File: src/mips_pkg.sv
package mips_pkg;

   localparam int NB_WORD     = 32;
   localparam int NB_REG_ADDR = 5;
   localparam int NB_OPCODE   = 6;
   localparam int NB_FUNCT    = 6;
   localparam int NB_IMM      = 16;
   localparam int NB_JIDX     = 26;
   localparam int N_REGS      = 32;

   localparam int IMEM_DEPTH   = 512;
   localparam int DMEM_DEPTH   = 256;
   localparam int NB_IMEM_ADDR = $clog2(IMEM_DEPTH);
   localparam int NB_DMEM_ADDR = $clog2(DMEM_DEPTH);

   // instruction field positions
   localparam int MSB_OPCODE = 31;
   localparam int MSB_RS     = 25;
   localparam int MSB_RT     = 20;
   localparam int MSB_RD     = 15;

   typedef logic [NB_WORD-1:0]      word_t;
   typedef logic [NB_REG_ADDR-1:0]  reg_addr_t;
   typedef logic [NB_WORD-1:0]      pc_t;
   typedef logic [NB_IMEM_ADDR-1:0] imem_addr_t;
   typedef logic [NB_DMEM_ADDR-1:0] dmem_addr_t;
   typedef logic [NB_OPCODE-1:0]    opcode_t;
   typedef logic [NB_FUNCT-1:0]     funct_t;

   typedef enum logic [2:0] {ALU_ADD, ALU_SUB, ALU_AND, ALU_OR, ALU_SLT, ALU_LUI} alu_op_t;

   localparam word_t NOP = '0;

   localparam opcode_t OP_RTYPE = 6'h00;
   localparam opcode_t OP_J     = 6'h02;
   localparam opcode_t OP_BEQ   = 6'h04;
   localparam opcode_t OP_BNE   = 6'h05;
   localparam opcode_t OP_ADDI  = 6'h08;
   localparam opcode_t OP_ORI   = 6'h0d;
   localparam opcode_t OP_LUI   = 6'h0f;
   localparam opcode_t OP_LW    = 6'h23;
   localparam opcode_t OP_SW    = 6'h2b;

   localparam funct_t FN_JR   = 6'h08;
   localparam funct_t FN_ADDU = 6'h21;
   localparam funct_t FN_SUBU = 6'h23;
   localparam funct_t FN_AND  = 6'h24;
   localparam funct_t FN_OR   = 6'h25;
   localparam funct_t FN_SLT  = 6'h2a;

endpackage

File: src/hazard_unit.sv
`timescale 1ns/1ps

module hazard_unit import mips_pkg::*; (
   input  word_t     i_instr,
   input  reg_addr_t i_rd_ex,
   input  logic      i_mem_rd_ex,
   output logic      o_stall
);

   opcode_t   opcode;
   reg_addr_t rs;
   reg_addr_t rt;
   logic      reads_rt;

   assign opcode = i_instr[MSB_OPCODE -: NB_OPCODE];
   assign rs     = i_instr[MSB_RS -: NB_REG_ADDR];
   assign rt     = i_instr[MSB_RT -: NB_REG_ADDR];

   // rt is a source only for these formats
   assign reads_rt = (opcode == OP_RTYPE) || (opcode == OP_SW) ||
                     (opcode == OP_BEQ)   || (opcode == OP_BNE);

   assign o_stall = i_mem_rd_ex && (i_rd_ex != '0) &&
                    ((i_rd_ex == rs) || (reads_rt && (i_rd_ex == rt)));

endmodule

File: config.mk
export PLATFORM = sky130hd
export DESIGN_NAME = hazard_unit
export DESIGN_NICKNAME = d
export VERILOG_FILES = /design/src/mips_pkg.sv /design/src/hazard_unit.sv
export SDC_FILE = /design/constraint.sdc
export NUM_CORES = 1
export LEC_CHECK = 0
export BUFFER_PORTS_ARGS = -buffer_cell sky130_fd_sc_hd__buf_4
export CAP_MARGIN = 20
export CORE_AREA = 10 10 47 49
export DETAILED_ROUTE_END_ITERATION = 8
export DIE_AREA = 0 0 57 59
export REMOVE_ABC_BUFFERS = 1
export SYNTH_ARGS = -nofsm -noshare
export SYNTH_HDL_FRONTEND = slang
export SYNTH_SLANG_ARGS = --single-unit
File: constraint.sdc
create_clock -name vclk -period 2.6
set_clock_uncertainty 0.15 [all_clocks]
set_input_delay 0.65 -clock vclk [all_inputs]
set_output_delay 0.65 -clock vclk [all_outputs]
set_load 0.01 [all_outputs]
==> impl_metrics.yaml <==
status:
  status: "complete, but fails checks"
  violations: "negative setup slack"
drt:
  routed_via_density: 3.86
  vias: 228
  ant_nets: 0
  drt-initial-drc-count: 1
  routed_wl_um: 669
  drtPass1Iterations: 2
  wl_met1_um: 291
  drc: 0
  wl_met3_um: 88
  post_drt_wl_per_cell_um: 11.3
  wl_met2_um: 289
  top_layer: "met3"
global_routing:
  antenna_found_initial: 0
  track_usage_pct: 3.58
  overflow: 0
  grt_pass1_vias: 268
  grt_pass1_wl_mm: 1.06
  grt_max_degree: 4
timing:
  max_clock_freq_mhz: 368
  tightest_slew_ns: 0.166
  fin_crit_ns: 2.72
  slew_viol_final: 0
  hold_viol: 0
  max_slew_margin_pct: 88.8
  finalSetupViolations: 1
  rsz0062_at_grt: "true"
  post-route-period-util_pct: 104
  timing.final.ws_setup_ns: -0.116
cells_and_area:
  area.sequential_um2: 0
  seq_cell_count: 0
  clock_buffers: 0
  syn2layout_area_growth_pct: 126
  antenna_cells: 0
  nets: 83
  fillers: 168
  layout-drive-gt1-share_pct: 53.5
setup_path:
  path_max_fanout: 2
  critPathSlowestCell: "or4_1"
  crit_start: "i_instr[26]"
  worstPathArrival_ns: 1.92
  cpMostUsedCell: "buf_4"
  worstSetupPathType: "in -> out"
  worstPathCellList: "buf_4, nor2b_1, or4_1, a2111o_1, a21oi_1, buf_4"
  setup.worst_path.start_class: "input pin"
  end_kind: "output port"
  cp_slowest_stage_delay_ns: 0.40
  worst_ep_required_time_ns: 1.80
  crit_path_end: "o_stall"
placement:
  globalplace.congestion: 0.670
  dp_hpwl_um: 629
  preCtsSetupSlack_ns: -0.168
  port_buffers: 23
pwr:
  pwr-share-clk_pct: 0
  design_power_total_uw: 46.7
  p_int_uw: 31.9
  switching_power_uw: 14.8
  share_seq_of_total_power_pct: 0
  vdd_drop_max_mv: 0.0390
  combinationalPowerShare_pct: 100.0
  p_per_area_nw_per_um2: 135
  swShare_pct: 31.7
  p_leak_nw: 0.150
synthesis:
  ys_seq_area_share_pct: 0
  yosys.area.top_type_share_pct: 34.4
  synth_warnings: 0
  synth_common_cells: "xnor2_1, xor2_1, nand4_1, or4_1"
  avgSynthCellArea_um2: 7.63
  yosys.area.top_type: "xnor2_1"
  synthTopCellsByArea: "xnor2_1, xor2_1, or4_1"
  ys_types: 10
  synth.most_common_cell: "xnor2_1"
  netlist_area_um2: 153
  synth_cells: 20
min_path:
  hp-class: "in -> out"
  hold_depth: 4
floorplanning:
  initial_utilization_pct: 10.9
  die_y_um: 59
  core_um2: 1400
  fp.dieArea_um2: 3360
  rows: 14
  die_x_um: 57
  io_pins: 39
clock_tree:
  cts_resized: 0
  hold_buffers: 0
job:
  cap_violations: 0
==> critical path, delay by kind of cell <==
kind	cells	cell delay [ns]
AOI/OAI and AO/OA	2	0.49
buffers and inverters	2	0.23
and+or+nand+nor	2	0.53
==> cells in the final DEF, fill, tap and decap left out, drive strengths merged <==
cell type and count:
nor3 1, nand3 1, or4 2, nand4 2, xnor2 6, o21ai 1
buf 23, xor2 4, nor2b 1, a2111o 1, a21oi 1
==> stage by stage <==
step	instance area (um2)	hold WS [ns]	utilization [%]	std cells	setup TNS, ns
after global placement	345	1.49	24.6	59	-0.166
after floorplan	153	1.26	-	20	0
after CTS	345	1.49	24.6	59	-0.135
final	345	1.49	24.6	59	-0.116
after global routing	345	1.51	24.6	59	-0.194
after detailed placement	345	1.49	24.6	59	-0.168
==> power groups by stage <==
stage               registers [mW]  clock network (mW)  logic (mW)
floorplan                        0                   0      0.0156
global placement                 0                   0      0.0469
detailed placement               0                   0      0.0476
CTS                              0                   0      0.0477
global route                     0                   0      0.0516
finish                           0                   0      0.0467
==> layout make-up <==
type / count / area (um2) / share of cell area (%)
multi-input combinational: 20 / 153 / 44.2
tap: 16 / 20.0 / 5.80
timing repair buffer: 23 / 173 / 50.0
==> layer usage <==
metal  GRT usage [%]  vias to the layer above
met2            5.43                       15
met3            1.50                        0
met1            4.85                       92
met5               0                        -
met4               0                        0
li1                -                      121
==> how the worst min path moves through the flow <==
stage	end	slack, ns	start
6_report	o_stall	1.49	i_mem_rd_ex
3_3_place_gp	o_stall	1.49	i_mem_rd_ex
5_1_grt	o_stall	1.51	i_mem_rd_ex
4_1_cts	o_stall	1.49	i_mem_rd_ex
3_5_place_dp	o_stall	1.49	i_mem_rd_ex
2_1_floorplan	o_stall	1.26	i_mem_rd_ex
==> cells by family after synthesis <==
family | after synthesis | share of synthesized area [%]
AND/OR/NAND/NOR | 7 | 28.7
AO/OA/AOI/OAI | 3 | 13.9
XOR/XNOR | 10 | 57.4
==> timing repair <==
item                                    4_1_cts  5_1_grt
setup buffers                                 0        0
pin swaps                                     1        0
endpoints found under the setup margin        1        1
No activity file was read; power rests on OpenSTA's default activity.
