[src/mips_pkg.sv]
package mips_pkg;

   localparam int NB_WORD     = 32;
   localparam int NB_REG_ADDR = 5;
   localparam int NB_OPCODE   = 6;
   localparam int NB_FUNCT    = 6;
   localparam int NB_IMM      = 16;
   localparam int NB_JIDX     = 26;
   localparam int N_REGS      = 32;

   localparam int IMEM_DEPTH   = 512;
   localparam int DMEM_DEPTH   = 256;
   localparam int NB_IMEM_ADDR = $clog2(IMEM_DEPTH);
   localparam int NB_DMEM_ADDR = $clog2(DMEM_DEPTH);

   // instruction field positions
   localparam int MSB_OPCODE = 31;
   localparam int MSB_RS     = 25;
   localparam int MSB_RT     = 20;
   localparam int MSB_RD     = 15;

   typedef logic [NB_WORD-1:0]      word_t;
   typedef logic [NB_REG_ADDR-1:0]  reg_addr_t;
   typedef logic [NB_WORD-1:0]      pc_t;
   typedef logic [NB_IMEM_ADDR-1:0] imem_addr_t;
   typedef logic [NB_DMEM_ADDR-1:0] dmem_addr_t;
   typedef logic [NB_OPCODE-1:0]    opcode_t;
   typedef logic [NB_FUNCT-1:0]     funct_t;

   typedef enum logic [2:0] {ALU_ADD, ALU_SUB, ALU_AND, ALU_OR, ALU_SLT, ALU_LUI} alu_op_t;

   localparam word_t NOP = '0;

   localparam opcode_t OP_RTYPE = 6'h00;
   localparam opcode_t OP_J     = 6'h02;
   localparam opcode_t OP_BEQ   = 6'h04;
   localparam opcode_t OP_BNE   = 6'h05;
   localparam opcode_t OP_ADDI  = 6'h08;
   localparam opcode_t OP_ORI   = 6'h0d;
   localparam opcode_t OP_LUI   = 6'h0f;
   localparam opcode_t OP_LW    = 6'h23;
   localparam opcode_t OP_SW    = 6'h2b;

   localparam funct_t FN_JR   = 6'h08;
   localparam funct_t FN_ADDU = 6'h21;
   localparam funct_t FN_SUBU = 6'h23;
   localparam funct_t FN_AND  = 6'h24;
   localparam funct_t FN_OR   = 6'h25;
   localparam funct_t FN_SLT  = 6'h2a;

endpackage

[src/shortcircuit_unit.sv]
`timescale 1ns/1ps

module shortcircuit_unit import mips_pkg::*; (
   input  reg_addr_t i_rs,
   input  reg_addr_t i_rt,
   input  reg_addr_t i_rd_ex,
   input  logic      i_we_ex,
   input  word_t     i_data_ex,
   input  reg_addr_t i_rd_mem,
   input  logic      i_we_mem,
   input  word_t     i_data_mem,
   output logic      o_sel_a,
   output logic      o_sel_b,
   output word_t     o_data_a,
   output word_t     o_data_b
);

   logic hit_ex_a;
   logic hit_ex_b;
   logic hit_mem_a;
   logic hit_mem_b;

   // r0 is never a forwarding source
   assign hit_ex_a  = i_we_ex  && (i_rd_ex  != '0) && (i_rd_ex  == i_rs);
   assign hit_ex_b  = i_we_ex  && (i_rd_ex  != '0) && (i_rd_ex  == i_rt);
   assign hit_mem_a = i_we_mem && (i_rd_mem != '0) && (i_rd_mem == i_rs);
   assign hit_mem_b = i_we_mem && (i_rd_mem != '0) && (i_rd_mem == i_rt);

   // newest producer wins
   assign o_sel_a  = hit_ex_a || hit_mem_a;
   assign o_sel_b  = hit_ex_b || hit_mem_b;
   assign o_data_a = hit_ex_a ? i_data_ex : i_data_mem;
   assign o_data_b = hit_ex_b ? i_data_ex : i_data_mem;

endmodule

[config.mk]
export PLATFORM = sky130hd
export DESIGN_NAME = shortcircuit_unit
export DESIGN_NICKNAME = d
export VERILOG_FILES = /design/src/mips_pkg.sv /design/src/shortcircuit_unit.sv
export SDC_FILE = /design/constraint.sdc
export NUM_CORES = 1
export LEC_CHECK = 0
export BUFFER_PORTS_ARGS = -buffer_cell sky130_fd_sc_hd__buf_2
export CAP_MARGIN = 10
export CORE_UTILIZATION = 36
export DETAILED_ROUTE_END_ITERATION = 7
export PLACE_DENSITY = 0.95
export SLEW_MARGIN = 20
export SYNTH_ARGS = -nofsm -noshare
export SYNTH_HDL_FRONTEND = slang
export SYNTH_SLANG_ARGS = --single-unit
[constraint.sdc]
create_clock -name vclk -period 3.7
set_input_delay 1.11 -clock vclk [all_inputs]
set_output_delay 1.11 -clock vclk [all_outputs]
set_load 0.02 [all_outputs]
==> impl_metrics.env <==
export IMPL_clock_buffers=0
export IMPL_slew_viol_final=0
export IMPL_drt_iter0_markers=86
export IMPL_worst_ep_arrival_time_ns=2.69
export IMPL_layout_commonest_cell="buf_2"
export IMPL_dieHeight_um=62.53
export IMPL_power_density_mw_per_mm2=133.6
export IMPL_finalCriticalPeriod_ns=3.801
export IMPL_synth_area_per_cell_sq_um=12.93
export IMPL_drt_antenna_violating_nets=0
export IMPL_synth_area_sq_mm=0.001319
export IMPL_critPathRequiredTime_ns=2.59
export IMPL_yosys_top_cells_area="mux2_4 (66%), xnor2_1 (6.6%), xor2_1 (6.6%)"
export IMPL_grt_pass1_wl_um=7355
export IMPL_period_share=1.027
export IMPL_drcViolationCount=0
export IMPL_crit_type="input port to output port"
export IMPL_synthCells=102
export IMPL_grt_start_max_net_pins=18
export IMPL_setup_slack_ns=-0.1008
export IMPL_wirelength_um=5769
export IMPL_yosysSeqAreaShare=0
export IMPL_avgViaCountPerCell=5.203
export IMPL_synth_warnings=0
export IMPL_numPortBuffers=152
export IMPL_grtUsageTotal=0.2321
export IMPL_gp_congestion=0.8122
export IMPL_crit_path_end_kind="output port"
export IMPL_cap_violations=0
export IMPL_register_area_sq_um=0
export IMPL_vias=1561
export IMPL_setup_tns_final_ns=-4.684
export IMPL_fmax_mhz=263.1
export IMPL_hold_buffers=0
export IMPL_drive_gt1_frac=0.8976
export IMPL_total_power_uw=325.1
export IMPL_dr_pass1_iters=4
export IMPL_wl_per_cell_um=19.23
export IMPL_syn_to_final_growth_pct=84.53
export IMPL_p_leak_nw=1.241
export IMPL_outcome="complete, but fails checks"
export IMPL_overflow=0
export IMPL_max_slew_margin_rel=0.7488
export IMPL_final_cell_mix="buf_2 (106), mux2_4 (58), buf_6 (45)"
export IMPL_rsz0062_at_grt="true"
export IMPL_crit_fanout=17
export IMPL_fin_nets=342
export IMPL_initial_utilization=0.3861
export IMPL_grt_pass1_vias=1489
export IMPL_start_kind="input port"
export IMPL_top_level_ports=152
export IMPL_tightest_slew_ns=0.3740
export IMPL_yosys_area_top_type="mux2_4"
export IMPL_finalHoldViolCount=0
export IMPL_dpl_cell_count=300
export IMPL_violations="negative setup slack"
export IMPL_place_ws_ns=-0.1323
export IMPL_utilization=0.7125
export IMPL_layoutNonFillerInstCount=300
export IMPL_insertedDiodeCount=0
export IMPL_synth_nets=188
export IMPL_hold_path_class="input port to output port"
export IMPL_yosysUniqueCellTypes=14
export IMPL_core_area_sq_mm=0.003416
export IMPL_die_area_sq_mm=0.003909
export IMPL_nFlopsAndLatches=0
export IMPL_die_x_um=62.53
export IMPL_peakVddDrop_uv=55.92
export IMPL_synth_top_area_frac=0.6603
export IMPL_setup_viol=64
export IMPL_row_count=21
export IMPL_antenna_found_initial=0
critical path: stages:
cell and delay (ns):
buf_6 0.10, or4_4 0.53, o21ai_4 0.20, nor4_4 0.10
buf_12 0.17, mux2_4 0.31, buf_2 0.17
final timing paths:
| kind | endpoint | from | cells past startpoint |
|---|---|---|---|
| worst max-delay path | o_data_b[10] | i_rd_ex[1] | 7 |
| worst min-delay path | o_data_b[17] | i_data_ex[17] | 3 |
final cells by class:
type / count / area (sq um)
Fill cell: 239 / 982.2
Multi-Input combinational cell: 96 / 1236
Tap cell: 46 / 57.56
Timing Repair Buffer: 158 / 1140
synth_stat cells:
library cell,instances
mux2_4,58
xnor2_1,10
xor2_1,10
mux2_2,6
buf_8,4
a31o_2,2
buf_6,2
nand3_1,2
nor4_1,2
nor4_4,2
o21ai_0,1
o21ai_4,1
or4_1,1
or4_4,1
routing by layer:
| layer | global-route usage | wire length [um] | share of wire | up-vias |
|---|---|---|---|---|
| met2 | 0.4959 | 3151 | 0.55 | 104 |
| met1 | 0.2380 | 2045 | 0.35 | 752 |
| met4 | 0.03779 | 160 | 0.028 | 0 |
| met3 | 0.02007 | 412 | 0.071 | 16 |
| met5 | 0 | 0 | 0 | - |
| li1 | - | - | - | 689 |
power by group:
group | total (mW) | switching, mW | internal [mW]
Clock | 0 | 0 | 0
Combinational | 0.325 | 0.154 | 0.171
Sequential | 0 | 0 | 0
timing repair:
item / in CTS / in global routing
endpoints found under the setup margin: 66 / 66
resized for setup: 43 / 47
buffers inserted: 0 / 0
stage by stage:
step	hold slack (ns)	area, sq um
final	2.551	2434
after global routing	2.560	2434
after CTS	2.552	2287
after detailed placement	2.579	2150
after global placement	2.576	2150
after floorplan	2.379	1319
cell families after synthesis:
| kind of cell | share of synthesized area |
|---|---|
| AOI/OAI and AO/OA | 0.02941 |
| xor gates and xnor gates | 0.1328 |
| buffers and inverters | 0.06262 |
| muxes | 0.7116 |
| and+or+nand+nor | 0.06357 |
Power figures use the tool's default switching activity.
