File: src/mips_pkg.sv
package mips_pkg;

   localparam int NB_WORD     = 32;
   localparam int NB_REG_ADDR = 5;
   localparam int NB_OPCODE   = 6;
   localparam int NB_FUNCT    = 6;
   localparam int NB_IMM      = 16;
   localparam int NB_JIDX     = 26;
   localparam int N_REGS      = 32;

   localparam int IMEM_DEPTH   = 512;
   localparam int DMEM_DEPTH   = 256;
   localparam int NB_IMEM_ADDR = $clog2(IMEM_DEPTH);
   localparam int NB_DMEM_ADDR = $clog2(DMEM_DEPTH);

   // instruction field positions
   localparam int MSB_OPCODE = 31;
   localparam int MSB_RS     = 25;
   localparam int MSB_RT     = 20;
   localparam int MSB_RD     = 15;

   typedef logic [NB_WORD-1:0]      word_t;
   typedef logic [NB_REG_ADDR-1:0]  reg_addr_t;
   typedef logic [NB_WORD-1:0]      pc_t;
   typedef logic [NB_IMEM_ADDR-1:0] imem_addr_t;
   typedef logic [NB_DMEM_ADDR-1:0] dmem_addr_t;
   typedef logic [NB_OPCODE-1:0]    opcode_t;
   typedef logic [NB_FUNCT-1:0]     funct_t;

   typedef enum logic [2:0] {ALU_ADD, ALU_SUB, ALU_AND, ALU_OR, ALU_SLT, ALU_LUI} alu_op_t;

   localparam word_t NOP = '0;

   localparam opcode_t OP_RTYPE = 6'h00;
   localparam opcode_t OP_J     = 6'h02;
   localparam opcode_t OP_BEQ   = 6'h04;
   localparam opcode_t OP_BNE   = 6'h05;
   localparam opcode_t OP_ADDI  = 6'h08;
   localparam opcode_t OP_ORI   = 6'h0d;
   localparam opcode_t OP_LUI   = 6'h0f;
   localparam opcode_t OP_LW    = 6'h23;
   localparam opcode_t OP_SW    = 6'h2b;

   localparam funct_t FN_JR   = 6'h08;
   localparam funct_t FN_ADDU = 6'h21;
   localparam funct_t FN_SUBU = 6'h23;
   localparam funct_t FN_AND  = 6'h24;
   localparam funct_t FN_OR   = 6'h25;
   localparam funct_t FN_SLT  = 6'h2a;

endpackage

File: src/execution.sv
`timescale 1ns/1ps

module execution import mips_pkg::*; (
   input  logic      i_clock,
   input  logic      i_rst_n,
   input  logic      i_valid,
   input  alu_op_t   i_alu_op,
   input  logic      i_use_imm,
   input  logic      i_mem_rd,
   input  logic      i_mem_wr,
   input  logic      i_reg_we,
   input  reg_addr_t i_rd,
   input  word_t     i_a,
   input  word_t     i_b,
   input  word_t     i_imm,
   input  word_t     i_fwd_a,
   input  word_t     i_fwd_b,
   input  logic      i_sel_a,
   input  logic      i_sel_b,
   output word_t     o_alu,
   output word_t     o_store,
   output logic      o_mem_rd,
   output logic      o_mem_wr,
   output logic      o_reg_we,
   output reg_addr_t o_rd
);

   word_t op_a;
   word_t rt_val;
   word_t op_b;
   word_t result;

   assign op_a   = i_sel_a ? i_fwd_a : i_a;
   // rt value is also the store data
   assign rt_val = i_sel_b ? i_fwd_b : i_b;
   assign op_b   = i_use_imm ? i_imm : rt_val;

   always_comb begin
      case (i_alu_op)
         ALU_ADD: result = op_a + op_b;
         ALU_SUB: result = op_a - op_b;
         ALU_AND: result = op_a & op_b;
         ALU_OR:  result = op_a | op_b;
         ALU_SLT: result = word_t'($signed(op_a) < $signed(op_b));
         ALU_LUI: result = {op_b[NB_IMM-1:0], {NB_IMM{1'b0}}};
         default: result = '0;
      endcase
   end

   always_ff @(posedge i_clock) begin
      if (!i_rst_n) begin
         o_mem_rd <= 1'b0;
         o_mem_wr <= 1'b0;
         o_reg_we <= 1'b0;
         o_rd     <= '0;
      end else if (i_valid) begin
         o_mem_rd <= i_mem_rd;
         o_mem_wr <= i_mem_wr;
         o_reg_we <= i_reg_we;
         o_rd     <= i_rd;
      end
   end

   always_ff @(posedge i_clock) begin
      if (i_valid) begin
         o_alu   <= result;
         o_store <= rt_val;
      end
   end

endmodule

File: config.mk
export PLATFORM = sky130hd
export DESIGN_NAME = execution
export DESIGN_NICKNAME = d
export VERILOG_FILES = /design/src/mips_pkg.sv /design/src/execution.sv
export SDC_FILE = /design/constraint.sdc
export NUM_CORES = 1
export LEC_CHECK = 0
export BUFFER_PORTS_ARGS = -buffer_cell sky130_fd_sc_hd__buf_2
export CAP_MARGIN = 20
export CORE_AREA = 2 2 145 203
export CTS_BUF_LIST = sky130_fd_sc_hd__clkbuf_8
export DETAILED_ROUTE_END_ITERATION = 10
export DIE_AREA = 0 0 147 205
export SYNTH_ARGS = -nofsm -noshare
export SYNTH_HDL_FRONTEND = slang
export SYNTH_SLANG_ARGS = --single-unit
File: constraint.sdc
create_clock -name i_clock -period 4.7 [get_ports i_clock]
set_input_delay 0.94 -clock i_clock [delete_from_list [all_inputs] [get_ports i_clock]]
set_output_delay 0.94 -clock i_clock [all_outputs]
set_load 0.02 [all_outputs]
==> flow_metrics.py <==
metrics = {
    "layout": {
        "final_common_cell": "buf_2",
        "diodes": 0,
        "drive_above_1_share_pct": 33.8,
        "final_cell_count_no_fill": 1653,
        "post-route-util_pct": 37.9,
        "area_growth_pct": 27.9,
        "final_nets": 1546,
        "final_area_mm2": 0.0107,
        "fillCellCount": 3001,
        "final_cell_mix": "247 x buf_2, 98 x inv_1, 94 x ha_1",
    },
    "run_status": {
        "status": "complete, no violations",
    },
    "worst_hold_path": {
        "worstHoldPathType": "flop to flop",
    },
    "yosys": {
        "synth_edf_count": 64,
        "synth_nets": 1261,
        "async_flop_share_pct": 0,
        "synth.ff_latch_count": 72,
        "ys_warn_count": 0,
        "synth_top_flop_cell": "edfxtp_1",
        "postSynthCellCount": 988,
        "yosysTopAreaCell": "edfxtp_1",
        "avgSynthCellArea_um2": 8.49,
        "ys_types": 71,
        "syn-cell-area_mm2": 0.00839,
        "synth_top_area_share_pct": 22.9,
        "ys_seq_area_share_pct": 24.8,
        "ys_top_cells_by_area": "edfxtp_1 23%, ha_1 14%, mux2_2 9.0%",
    },
    "clock_network": {
        "clk_path_buf_depth": 2,
        "clk_latency_ns": 0.42,
        "holdBufCountCts": 0,
        "cts_buffers": 9,
        "clock-sinks": 72,
        "cts_resized": 0,
        "h-tree-depth": 3,
        "cts_tree": "yes",
        "cts_setup_buffers": 0,
        "clkTransAtPathRegs_ns": 0.09,
        "root_buffer": "clkbuf_8",
    },
    "floorplanning": {
        "initial_core_util_pct": 29.6,
        "io_pins": 249,
        "dieWidth_um": 147,
        "die_h_um": 205,
        "rows": 73,
        "coreArea_mm2": 0.0283,
        "die_area_mm2": 0.0301,
    },
    "detailed_routing": {
        "drc": 0,
        "via_count": 8531,
        "drt-wirelength-per-cell_um": 19.9,
        "drtAntennaViolNets": 0,
        "drtIter0Drc": 496,
        "drtPass1Iterations": 6,
        "vias_per_cell": 5.16,
        "routed_wl_um": 32900,
    },
    "job": {
        "cap_violations": 0,
    },
    "worst_setup_path": {
        "worstPathRequired_ns": 4.89,
        "critical_path_class": "input port to flop",
        "worst_ep_arrival_time_ns": 4.59,
        "cpPeakStageDelay_ns": 0.57,
        "worstPathMaxFanout": 17,
        "end_kind": "flop",
        "crit_chain": "buf_2 > buf_12 > mux2_2 > mux2i_1 > buf_4 > inv_1 > ha_1 > nor2b_1 > o21ai_0 > nor4bb_1 > a211o_1 > and3_1 > o31ai_1 > a21oi_1 > mux2i_1 > a211o_1",
        "crit_path_start_kind": "input port",
        "crit_path_top_delay_cell": "nor4bb_1",
    },
    "global_route": {
        "grt_max_degree": 73,
        "grt_pass1_wl_um": 48200,
        "antenna_found_initial": 0,
        "grt_use_total_pct": 21.3,
        "grt_overflow": 0,
        "first_global_vias": 8424,
    },
    "placed_design": {
        "portBuffers": 248,
        "dp.cells": 1637,
        "hpwl_um": 26800,
        "post_dp_cell_area_mm2": 0.0105,
        "place.gp.congestion": 0.961,
    },
    "sta": {
        "slew_headroom_pct": 28.0,
        "fmax_ghz": 0.227,
        "setup_viol": 0,
        "finalMaxSlewViolations": 0,
        "final.setup_skew_ns": 0,
        "grt_setup_unrepaired": "no",
        "finalCriticalPeriod_ns": 4.41,
        "tightest_slew_ns": 1.08,
        "finalCritPeriodShare_pct": 93.8,
        "fin_setup_tns_ns": 0,
        "hold_viol": 0,
    },
    "power_and_ir_drop": {
        "total_power_mw": 2.83,
        "powerDensity_mw_per_mm2": 263,
        "p_leak_nw": 5.05,
        "vdd_drop_max_mv": 0.114,
    },
}
## where the power goes
group / leakage, nW / switching [mW] / total (mW) / internal (mW)
combinational: 4.26 / 0.875 / 1.48 / 0.605
sequential: 0.689 / 0.0230 / 0.804 / 0.781
clock: 0.101 / 0.298 / 0.543 / 0.245
## critical path, delay by kind of cell
kind	cells	cell delay, ns
AOI/OAI and AO/OA	5	1.25
muxes	3	0.61
and+or+nand+nor	3	1.03
adders and majority gates	1	0.26
buffers and inverters	4	0.50
## through the flow
stage	hold slack (ns)	worst slack, ns
global route	0.553	0.153
CTS	0.523	0.352
global placement	0.496	-0.0586
floorplan	0.590	0.0142
finish	0.514	0.292
detailed placement	0.506	-0.109
## per-layer routing
| metal | wire, um | track usage (%) | vias to the layer above |
|---|---|---|---|
| met3 | 1050 | 2.38 | 63 |
| li1 | - | - | 4124 |
| met1 | 12500 | 22.5 | 4105 |
| met4 | 1560 | 11.6 | 0 |
| met2 | 17800 | 40.8 | 239 |
| met5 | 0 | 0 | - |
## synthesized netlist by cell type (all sizes together), types with 6 or more instances
| cell type | count |
|---|---|
| dfxtp | 8 |
| a211oi | 19 |
| clkbuf | 39 |
| nor2b | 20 |
| nand2 | 67 |
| o21ai | 58 |
| edfxtp | 64 |
| buf | 18 |
| o211ai | 6 |
| o21bai | 14 |
| a21o | 15 |
| o221ai | 9 |
| a21oi | 89 |
| nand4 | 9 |
| o22ai | 13 |
| nand2b | 9 |
| nand3 | 7 |
| nor3 | 21 |
| mux2 | 68 |
| o21a | 8 |
| xnor2 | 21 |
| o31ai | 9 |
| mux2i | 44 |
| nor2 | 80 |
| o311ai | 7 |
| inv | 97 |
| ha | 94 |
## final timing paths
| kind | from | to | slack (ns) | cells past startpoint |
|---|---|---|---|---|
| max | i_sel_b | o_alu[26] | 0.29 | 16 |
| min | o_reg_we | o_reg_we | 0.51 | 2 |
| max reg2reg | o_rd[1] | o_rd[1] | 4.05 | 2 |
| min reg2reg | o_reg_we | o_reg_we | 0.51 | 2 |
## cells by family after synthesis
group,Yosys count,share of synthesized area [%]
xor+xnor,25,2.61
compound gates,298,23.8
fa+ha+maj,96,14.5
flops,72,24.8
simple gates,231,12.8
buf+inv,154,7.02
mux,112,14.4
## state kept, by name, summed over array words and instances, names as in the netlist
name / flops
o_mem_rd: 1
o_reg_we: 1
o_mem_wr: 1
o_rd: 5
o_alu: 32
o_store: 32
## final cells by class
cell class / count / area, um^2 / area share [%]
Tap cell: 375 / 469 / 4.37
Timing Repair Buffer: 331 / 1900 / 17.7
Clock inverter: 7 / 72.6 / 0.676
Sequential cell: 72 / 2080 / 19.4
Multi-Input combinational cell: 762 / 5720 / 53.3
Inverter: 97 / 364 / 3.39
Clock buffer: 9 / 124 / 1.15
Power figures use the tool's default switching activity.
