**config.mk**
```make
export PLATFORM = sky130hd
export DESIGN_NAME = instruction_decode
export DESIGN_NICKNAME = d
export VERILOG_FILES = /design/src/mips_pkg.sv /design/src/instruction_decode.sv
export SDC_FILE = /design/constraint.sdc
export NUM_CORES = 2
export LEC_CHECK = 0
export BUFFER_PORTS_ARGS = -buffer_cell sky130_fd_sc_hd__buf_2
export CAP_MARGIN = 15
export CORE_MARGIN = 2
export CORE_UTILIZATION = 62
export CTS_BUF_LIST = sky130_fd_sc_hd__clkbuf_8
export CTS_CLUSTER_SIZE = 28
export DETAILED_ROUTE_END_ITERATION = 12
export PLACE_DENSITY_LB_ADDON = 0.08
export SLEW_MARGIN = 15
export SYNTH_ARGS = -nofsm -noshare
export SYNTH_HDL_FRONTEND = slang
export SYNTH_SLANG_ARGS = --single-unit
```
**constraint.sdc**
```tcl
create_clock -name i_clock -period 10.09 [get_ports i_clock]
set_clock_uncertainty 0.15 [all_clocks]
set_input_delay 2.018 -clock i_clock [delete_from_list [all_inputs] [get_ports i_clock]]
set_output_delay 2.018 -clock i_clock [all_outputs]
set_load 0.1 [all_outputs]
```
**src/mips_pkg.sv**
```systemverilog
package mips_pkg;

   localparam int NB_WORD     = 32;
   localparam int NB_REG_ADDR = 5;
   localparam int NB_OPCODE   = 6;
   localparam int NB_FUNCT    = 6;
   localparam int NB_IMM      = 16;
   localparam int NB_JIDX     = 26;
   localparam int N_REGS      = 32;

   localparam int IMEM_DEPTH   = 512;
   localparam int DMEM_DEPTH   = 256;
   localparam int NB_IMEM_ADDR = $clog2(IMEM_DEPTH);
   localparam int NB_DMEM_ADDR = $clog2(DMEM_DEPTH);

   // instruction field positions
   localparam int MSB_OPCODE = 31;
   localparam int MSB_RS     = 25;
   localparam int MSB_RT     = 20;
   localparam int MSB_RD     = 15;

   typedef logic [NB_WORD-1:0]      word_t;
   typedef logic [NB_REG_ADDR-1:0]  reg_addr_t;
   typedef logic [NB_WORD-1:0]      pc_t;
   typedef logic [NB_IMEM_ADDR-1:0] imem_addr_t;
   typedef logic [NB_DMEM_ADDR-1:0] dmem_addr_t;
   typedef logic [NB_OPCODE-1:0]    opcode_t;
   typedef logic [NB_FUNCT-1:0]     funct_t;

   typedef enum logic [2:0] {ALU_ADD, ALU_SUB, ALU_AND, ALU_OR, ALU_SLT, ALU_LUI} alu_op_t;

   localparam word_t NOP = '0;

   localparam opcode_t OP_RTYPE = 6'h00;
   localparam opcode_t OP_J     = 6'h02;
   localparam opcode_t OP_BEQ   = 6'h04;
   localparam opcode_t OP_BNE   = 6'h05;
   localparam opcode_t OP_ADDI  = 6'h08;
   localparam opcode_t OP_ORI   = 6'h0d;
   localparam opcode_t OP_LUI   = 6'h0f;
   localparam opcode_t OP_LW    = 6'h23;
   localparam opcode_t OP_SW    = 6'h2b;

   localparam funct_t FN_JR   = 6'h08;
   localparam funct_t FN_ADDU = 6'h21;
   localparam funct_t FN_SUBU = 6'h23;
   localparam funct_t FN_AND  = 6'h24;
   localparam funct_t FN_OR   = 6'h25;
   localparam funct_t FN_SLT  = 6'h2a;

endpackage

```
**src/instruction_decode.sv**
```systemverilog
`timescale 1ns/1ps

module instruction_decode import mips_pkg::*; (
   input  logic      i_clock,
   input  logic      i_rst_n,
   input  logic      i_valid,
   input  word_t     i_instr,
   input  pc_t       i_pc4,
   input  logic      i_stall,
   input  logic      i_wb_we,
   input  reg_addr_t i_wb_addr,
   input  word_t     i_wb_data,
   input  reg_addr_t i_dbg_addr,
   output alu_op_t   o_alu_op,
   output logic      o_use_imm,
   output logic      o_mem_rd,
   output logic      o_mem_wr,
   output logic      o_reg_we,
   output reg_addr_t o_rd,
   output word_t     o_a,
   output word_t     o_b,
   output word_t     o_imm,
   output reg_addr_t o_rs,
   output reg_addr_t o_rt,
   output logic      o_redirect,
   output pc_t       o_target,
   output word_t     o_dbg_data
);

   word_t              regs [N_REGS];
   opcode_t            opcode;
   funct_t             funct;
   reg_addr_t          rs;
   reg_addr_t          rt;
   reg_addr_t          rd_field;
   reg_addr_t          dest;
   logic [NB_IMM-1:0]  imm16;
   logic [NB_JIDX-1:0] jidx;
   word_t              val_a;
   word_t              val_b;
   word_t              imm_ext;
   logic               wb_wr;
   alu_op_t            alu_op;
   logic               use_imm;
   logic               sign_ext;
   logic               mem_rd;
   logic               mem_wr;
   logic               reg_we;
   logic               dest_rt;
   logic               taken;

   assign opcode   = i_instr[MSB_OPCODE -: NB_OPCODE];
   assign rs       = i_instr[MSB_RS -: NB_REG_ADDR];
   assign rt       = i_instr[MSB_RT -: NB_REG_ADDR];
   assign rd_field = i_instr[MSB_RD -: NB_REG_ADDR];
   assign funct    = i_instr[NB_FUNCT-1:0];
   assign imm16    = i_instr[NB_IMM-1:0];
   assign jidx     = i_instr[NB_JIDX-1:0];

   // write-first read, r0 never written so it reads zero
   assign wb_wr      = i_valid && i_wb_we && (i_wb_addr != '0);
   assign val_a      = (wb_wr && i_wb_addr == rs) ? i_wb_data : regs[rs];
   assign val_b      = (wb_wr && i_wb_addr == rt) ? i_wb_data : regs[rt];
   assign o_dbg_data = (wb_wr && i_wb_addr == i_dbg_addr) ? i_wb_data : regs[i_dbg_addr];

   assign imm_ext = sign_ext ? {{(NB_WORD-NB_IMM){imm16[NB_IMM-1]}}, imm16}
                             : {{(NB_WORD-NB_IMM){1'b0}}, imm16};
   assign dest       = dest_rt ? rt : rd_field;
   // held branch waits for the stall to clear
   assign o_redirect = taken && !i_stall;

   always_comb begin
      alu_op   = ALU_ADD;
      use_imm  = 1'b0;
      sign_ext = 1'b1;
      mem_rd   = 1'b0;
      mem_wr   = 1'b0;
      reg_we   = 1'b0;
      dest_rt  = 1'b0;
      taken    = 1'b0;
      o_target = i_pc4 + {{(NB_WORD-NB_IMM-2){imm16[NB_IMM-1]}}, imm16, 2'b00};
      case (opcode)
         OP_RTYPE: begin
            reg_we = 1'b1;
            case (funct)
               FN_ADDU: alu_op = ALU_ADD;
               FN_SUBU: alu_op = ALU_SUB;
               FN_AND:  alu_op = ALU_AND;
               FN_OR:   alu_op = ALU_OR;
               FN_SLT:  alu_op = ALU_SLT;
               FN_JR: begin
                  reg_we   = 1'b0;
                  taken    = 1'b1;
                  o_target = val_a;
               end
               default: reg_we = 1'b0;
            endcase
         end
         OP_ADDI, OP_ORI, OP_LUI, OP_LW: begin
            use_imm  = 1'b1;
            reg_we   = 1'b1;
            dest_rt  = 1'b1;
            mem_rd   = (opcode == OP_LW);
            sign_ext = (opcode == OP_ADDI) || (opcode == OP_LW);
            if (opcode == OP_ORI) begin
               alu_op = ALU_OR;
            end else if (opcode == OP_LUI) begin
               alu_op = ALU_LUI;
            end
         end
         OP_SW: begin
            use_imm = 1'b1;
            mem_wr  = 1'b1;
         end
         OP_BEQ: taken = (val_a == val_b);
         OP_BNE: taken = (val_a != val_b);
         OP_J: begin
            taken    = 1'b1;
            o_target = {i_pc4[NB_WORD-1:NB_JIDX+2], jidx, 2'b00};
         end
         default: taken = 1'b0;
      endcase
   end

   always_ff @(posedge i_clock) begin
      if (!i_rst_n) begin
         for (int i = 0; i < N_REGS; i++) begin
            regs[i] <= '0;
         end
      end else if (wb_wr) begin
         regs[i_wb_addr] <= i_wb_data;
      end
   end

   // ID/EX control, bubble on stall
   always_ff @(posedge i_clock) begin
      if (!i_rst_n) begin
         o_alu_op  <= ALU_ADD;
         o_use_imm <= 1'b0;
         o_mem_rd  <= 1'b0;
         o_mem_wr  <= 1'b0;
         o_reg_we  <= 1'b0;
         o_rd      <= '0;
         o_rs      <= '0;
         o_rt      <= '0;
      end else if (i_valid) begin
         o_alu_op  <= alu_op;
         o_use_imm <= use_imm;
         o_mem_rd  <= mem_rd && !i_stall;
         o_mem_wr  <= mem_wr && !i_stall;
         o_reg_we  <= reg_we && (dest != '0) && !i_stall;
         o_rd      <= dest;
         o_rs      <= rs;
         o_rt      <= rt;
      end
   end

   always_ff @(posedge i_clock) begin
      if (i_valid) begin
         o_a   <= val_a;
         o_b   <= val_b;
         o_imm <= imm_ext;
      end
   end

   a_no_r0_write: assert property (@(posedge i_clock) disable iff (!i_rst_n)
      i_wb_we |-> (i_wb_addr != '0));

endmodule

```
==> out/metrics.yaml <==
outcome: "completed"
port-buffer-count: 293
async_flop_share_pct: 0
cp-start-kind: "input port"
syn2layout_area_growth_pct: 9.83
timing.setup.tns_ps: 0
die_area_mm2: 0.113
die_height_um: 336
synth_edf_count: 1105
first_pass_iters: 6
synthCells: 4768
final_cell_mix: "edfxtp_1, mux4_2, and2_1"
antenna_found_initial: 11
vias: 50200
drt_wl_total_mm: 249
crit_fanout: 44
max_stage_delay_ps: 730
maxCapViolCount: 0
rsz0062_at_grt: "false"
grt_overflow: 0
maxSlewHeadroom_pct: 21.7
initial_utilization_pct: 62.6
placed_area_mm2: 0.0715
rows: 121
synth.top_cell.area_share_pct: 48.6
wl_per_cell_um: 38.4
pin_count: 294
finalCritPeriodShare_pct: 95.5
grt_pass1_wl_mm: 351
cts_resized: 0
final_hold_viol_count: 0
synthTopCellsByArea: "edfxtp_1, mux4_2, and2_1"
drive_gt1_share_pct: 32.8
critPathArrivalTime_ps: 7470
ys_ff_latch: 1127
cp_cell_sequence: "buf_2, or3_2, buf_4, o311ai_2, nor3_4, buf_4, a211oi_1, nor2_1, xor2_1, nor4_1, nand4_1, o31a_1, a211oi_1, buf_2"
critPathTopFamily: "simple AND/OR/NAND/NOR gates"
h-tree-depth: 4
switchingPower_mw: 4.13
cts_setup_buffers: 0
ir_drop_mv: 0.124
cts_tree: "done"
synthesis.area_mm2: 0.0683
period_needed_ps: 9640
cp-end-kind: "primary output"
postRouteAntennaNets: 0
die_width_um: 336
finish.instance_area_mm2: 0.0750
seqPwrFrac_pct: 45.3
synth_top_area_cell: "edfxtp_1"
power.leakage_nw: 25.5
hold_buffers: 0
avgSynthCellArea_um2: 14.3
core-area_mm2: 0.109
ys_types: 61
power.density_mw_per_mm2: 165
fin_nets: 5033
finalSetupViolCount: 0
required_ps: 7920
clkTransAtPathRegs_ps: 60
drt_drc_violations_left: 0
p_int_mw: 8.24
drt_iter0_drc: 8805
nFillCells: 7516
synth_warnings: 0
grt_max_degree: 108
tightest_slew_ps: 1170
maxSlewViolCount: 0
clock-root-buffer: "clkbuf_8"
cts.sink_count: 1127
grt.total_usage_pct: 44.5
hpwl_mm: 151
hold_class: "reg2reg"
place_congestion: 0.948
ys_seq_area_share_pct: 49.2
timing.fmax_mhz: 104
switching_share_pct: 33.4
cts_inserted_buffers: 187
power_frac_comb_pct: 23.4
synth-main-ff-cell: "edfxtp_1"
final_common_cell: "edfxtp_1"
criticalPathCategory: "in2out"
p_clk_share_pct: 31.3
crit_buf_inv: 4
vias_per_cell: 7.76
critPathSlowestCell: "nor4_1"
grt_pass1_vias: 49200
clk_latency_ps: 920
cts_buffer_depth: 3
-- worst reg2reg max path: cells and delay by family, from the launching register on --
| kind | cells | cell delay [ps] |
|---|---|---|
| flip-flops | 1 | 420 |
| AO/OA/AOI/OAI | 3 | 1200 |
| buffers and inverters | 1 | 180 |
| AND/OR/NAND/NOR | 1 | 280 |
| multiplexers | 1 | 490 |
-- metal layers --
| metal | wire, µm | track usage [%] | vias to the layer above |
|---|---|---|---|
| met5 | 117 | 0.553 | - |
| met4 | 16700 | 26.0 | 6 |
| met3 | 43700 | 17.8 | 970 |
| met2 | 109000 | 64.5 | 4963 |
| met1 | 79300 | 57.3 | 24900 |
| li1 | - | - | 19400 |
-- synthesized netlist by cell type (6+ instances only) --
cell type     n
o21ai_1      17
xor2_1       42
and2_1      624
nand3b_1      6
edfxtp_1   1105
mux2i_1      53
mux4_2      832
dfxtp_1      22
a31oi_1       6
and3_1        6
o22ai_1      62
xnor2_1      35
nand2_1     138
buf_4        34
nor4_1        8
nand2b_1     10
nand3_1      32
buf_6        19
o21ai_0      65
nor3_1      397
a211oi_1     35
ha_1         29
nand4_1       8
nor2_1      157
clkbuf_1    398
buf_2        57
nor2b_1       7
a21o_1       16
a21oi_1     145
buf_1        72
inv_1        33
a22oi_1     239
-- area by class of cell --
type,count,area [µm²],share of cell area [%]
clock inverters,148,786,1.05
well taps,1414,1770,2.36
flip-flops and latches,1127,33600,44.8
multi-input cells,3059,32700,43.6
inverters,33,124,0.165
diodes,9,22.5,0.0300
clock buffers,194,2670,3.56
repair buffers,484,3290,4.39
-- power by group through the flow --
stage | Sequential, mW | Combinational [mW] | Clock (mW)
6_report | 5.61 | 2.89 | 3.87
2_1_floorplan | 5.90 | 1.73 | 0
4_1_cts | 5.60 | 2.80 | 3.86
3_5_place_dp | 5.69 | 2.80 | 0
5_1_grt | 5.63 | 2.94 | 4.06
3_3_place_gp | 5.67 | 2.79 | 0
-- per-stage QoR --
step                std cells  hold slack (ps)  setup WS (ps)  utilization [%]  power, mW
finish                   6468              321            453             68.8       12.4
global route             6465              343            467             68.8       12.6
CTS                      6459              322            817             68.8       12.3
detailed placement       6117              312            823             65.6       8.49
global placement         6117              303            780             65.6       8.46
floorplan                4799              759           1220                -       7.63
-- state kept, by name, indices dropped and copies added (netlist names) --
name	flops
o_rs	5
o_mem_wr	1
o_use_imm	1
o_a	32
regs	1024
o_b	32
o_rt	5
o_alu_op	3
o_imm	17
o_reg_we	1
o_mem_rd	1
o_rd	5
-- cells by family (layout without fill, tap and decap cells) --
| logic type | count (synthesis) | after routing | synth area share (%) |
|---|---|---|---|
| adders and majority gates | 30 | 30 | 0.561 |
| buffers and inverters | 613 | 859 | 3.87 |
| other | 1 | 41 | 0.00549 |
| AOI/OAI and AO/OA | 620 | 620 | 5.94 |
| muxes | 885 | 885 | 28.2 |
| xor gates and xnor gates | 77 | 77 | 0.988 |
| DFF | 1127 | 1127 | 49.2 |
| and+or+nand+nor | 1415 | 1415 | 11.2 |
-- path summary, 6_finish.rpt --
kind	from	endpoint	slack (ps)	cells past startpoint
worst max-delay path	i_wb_addr[2]	o_redirect	450	14
worst min-delay path	o_mem_rd	o_mem_rd	320	2
worst max register to register	regs[29][28]	o_a[28]	7110	6
worst min register to register	o_mem_rd	o_mem_rd	320	2
(Power assumes the default switching activity.)
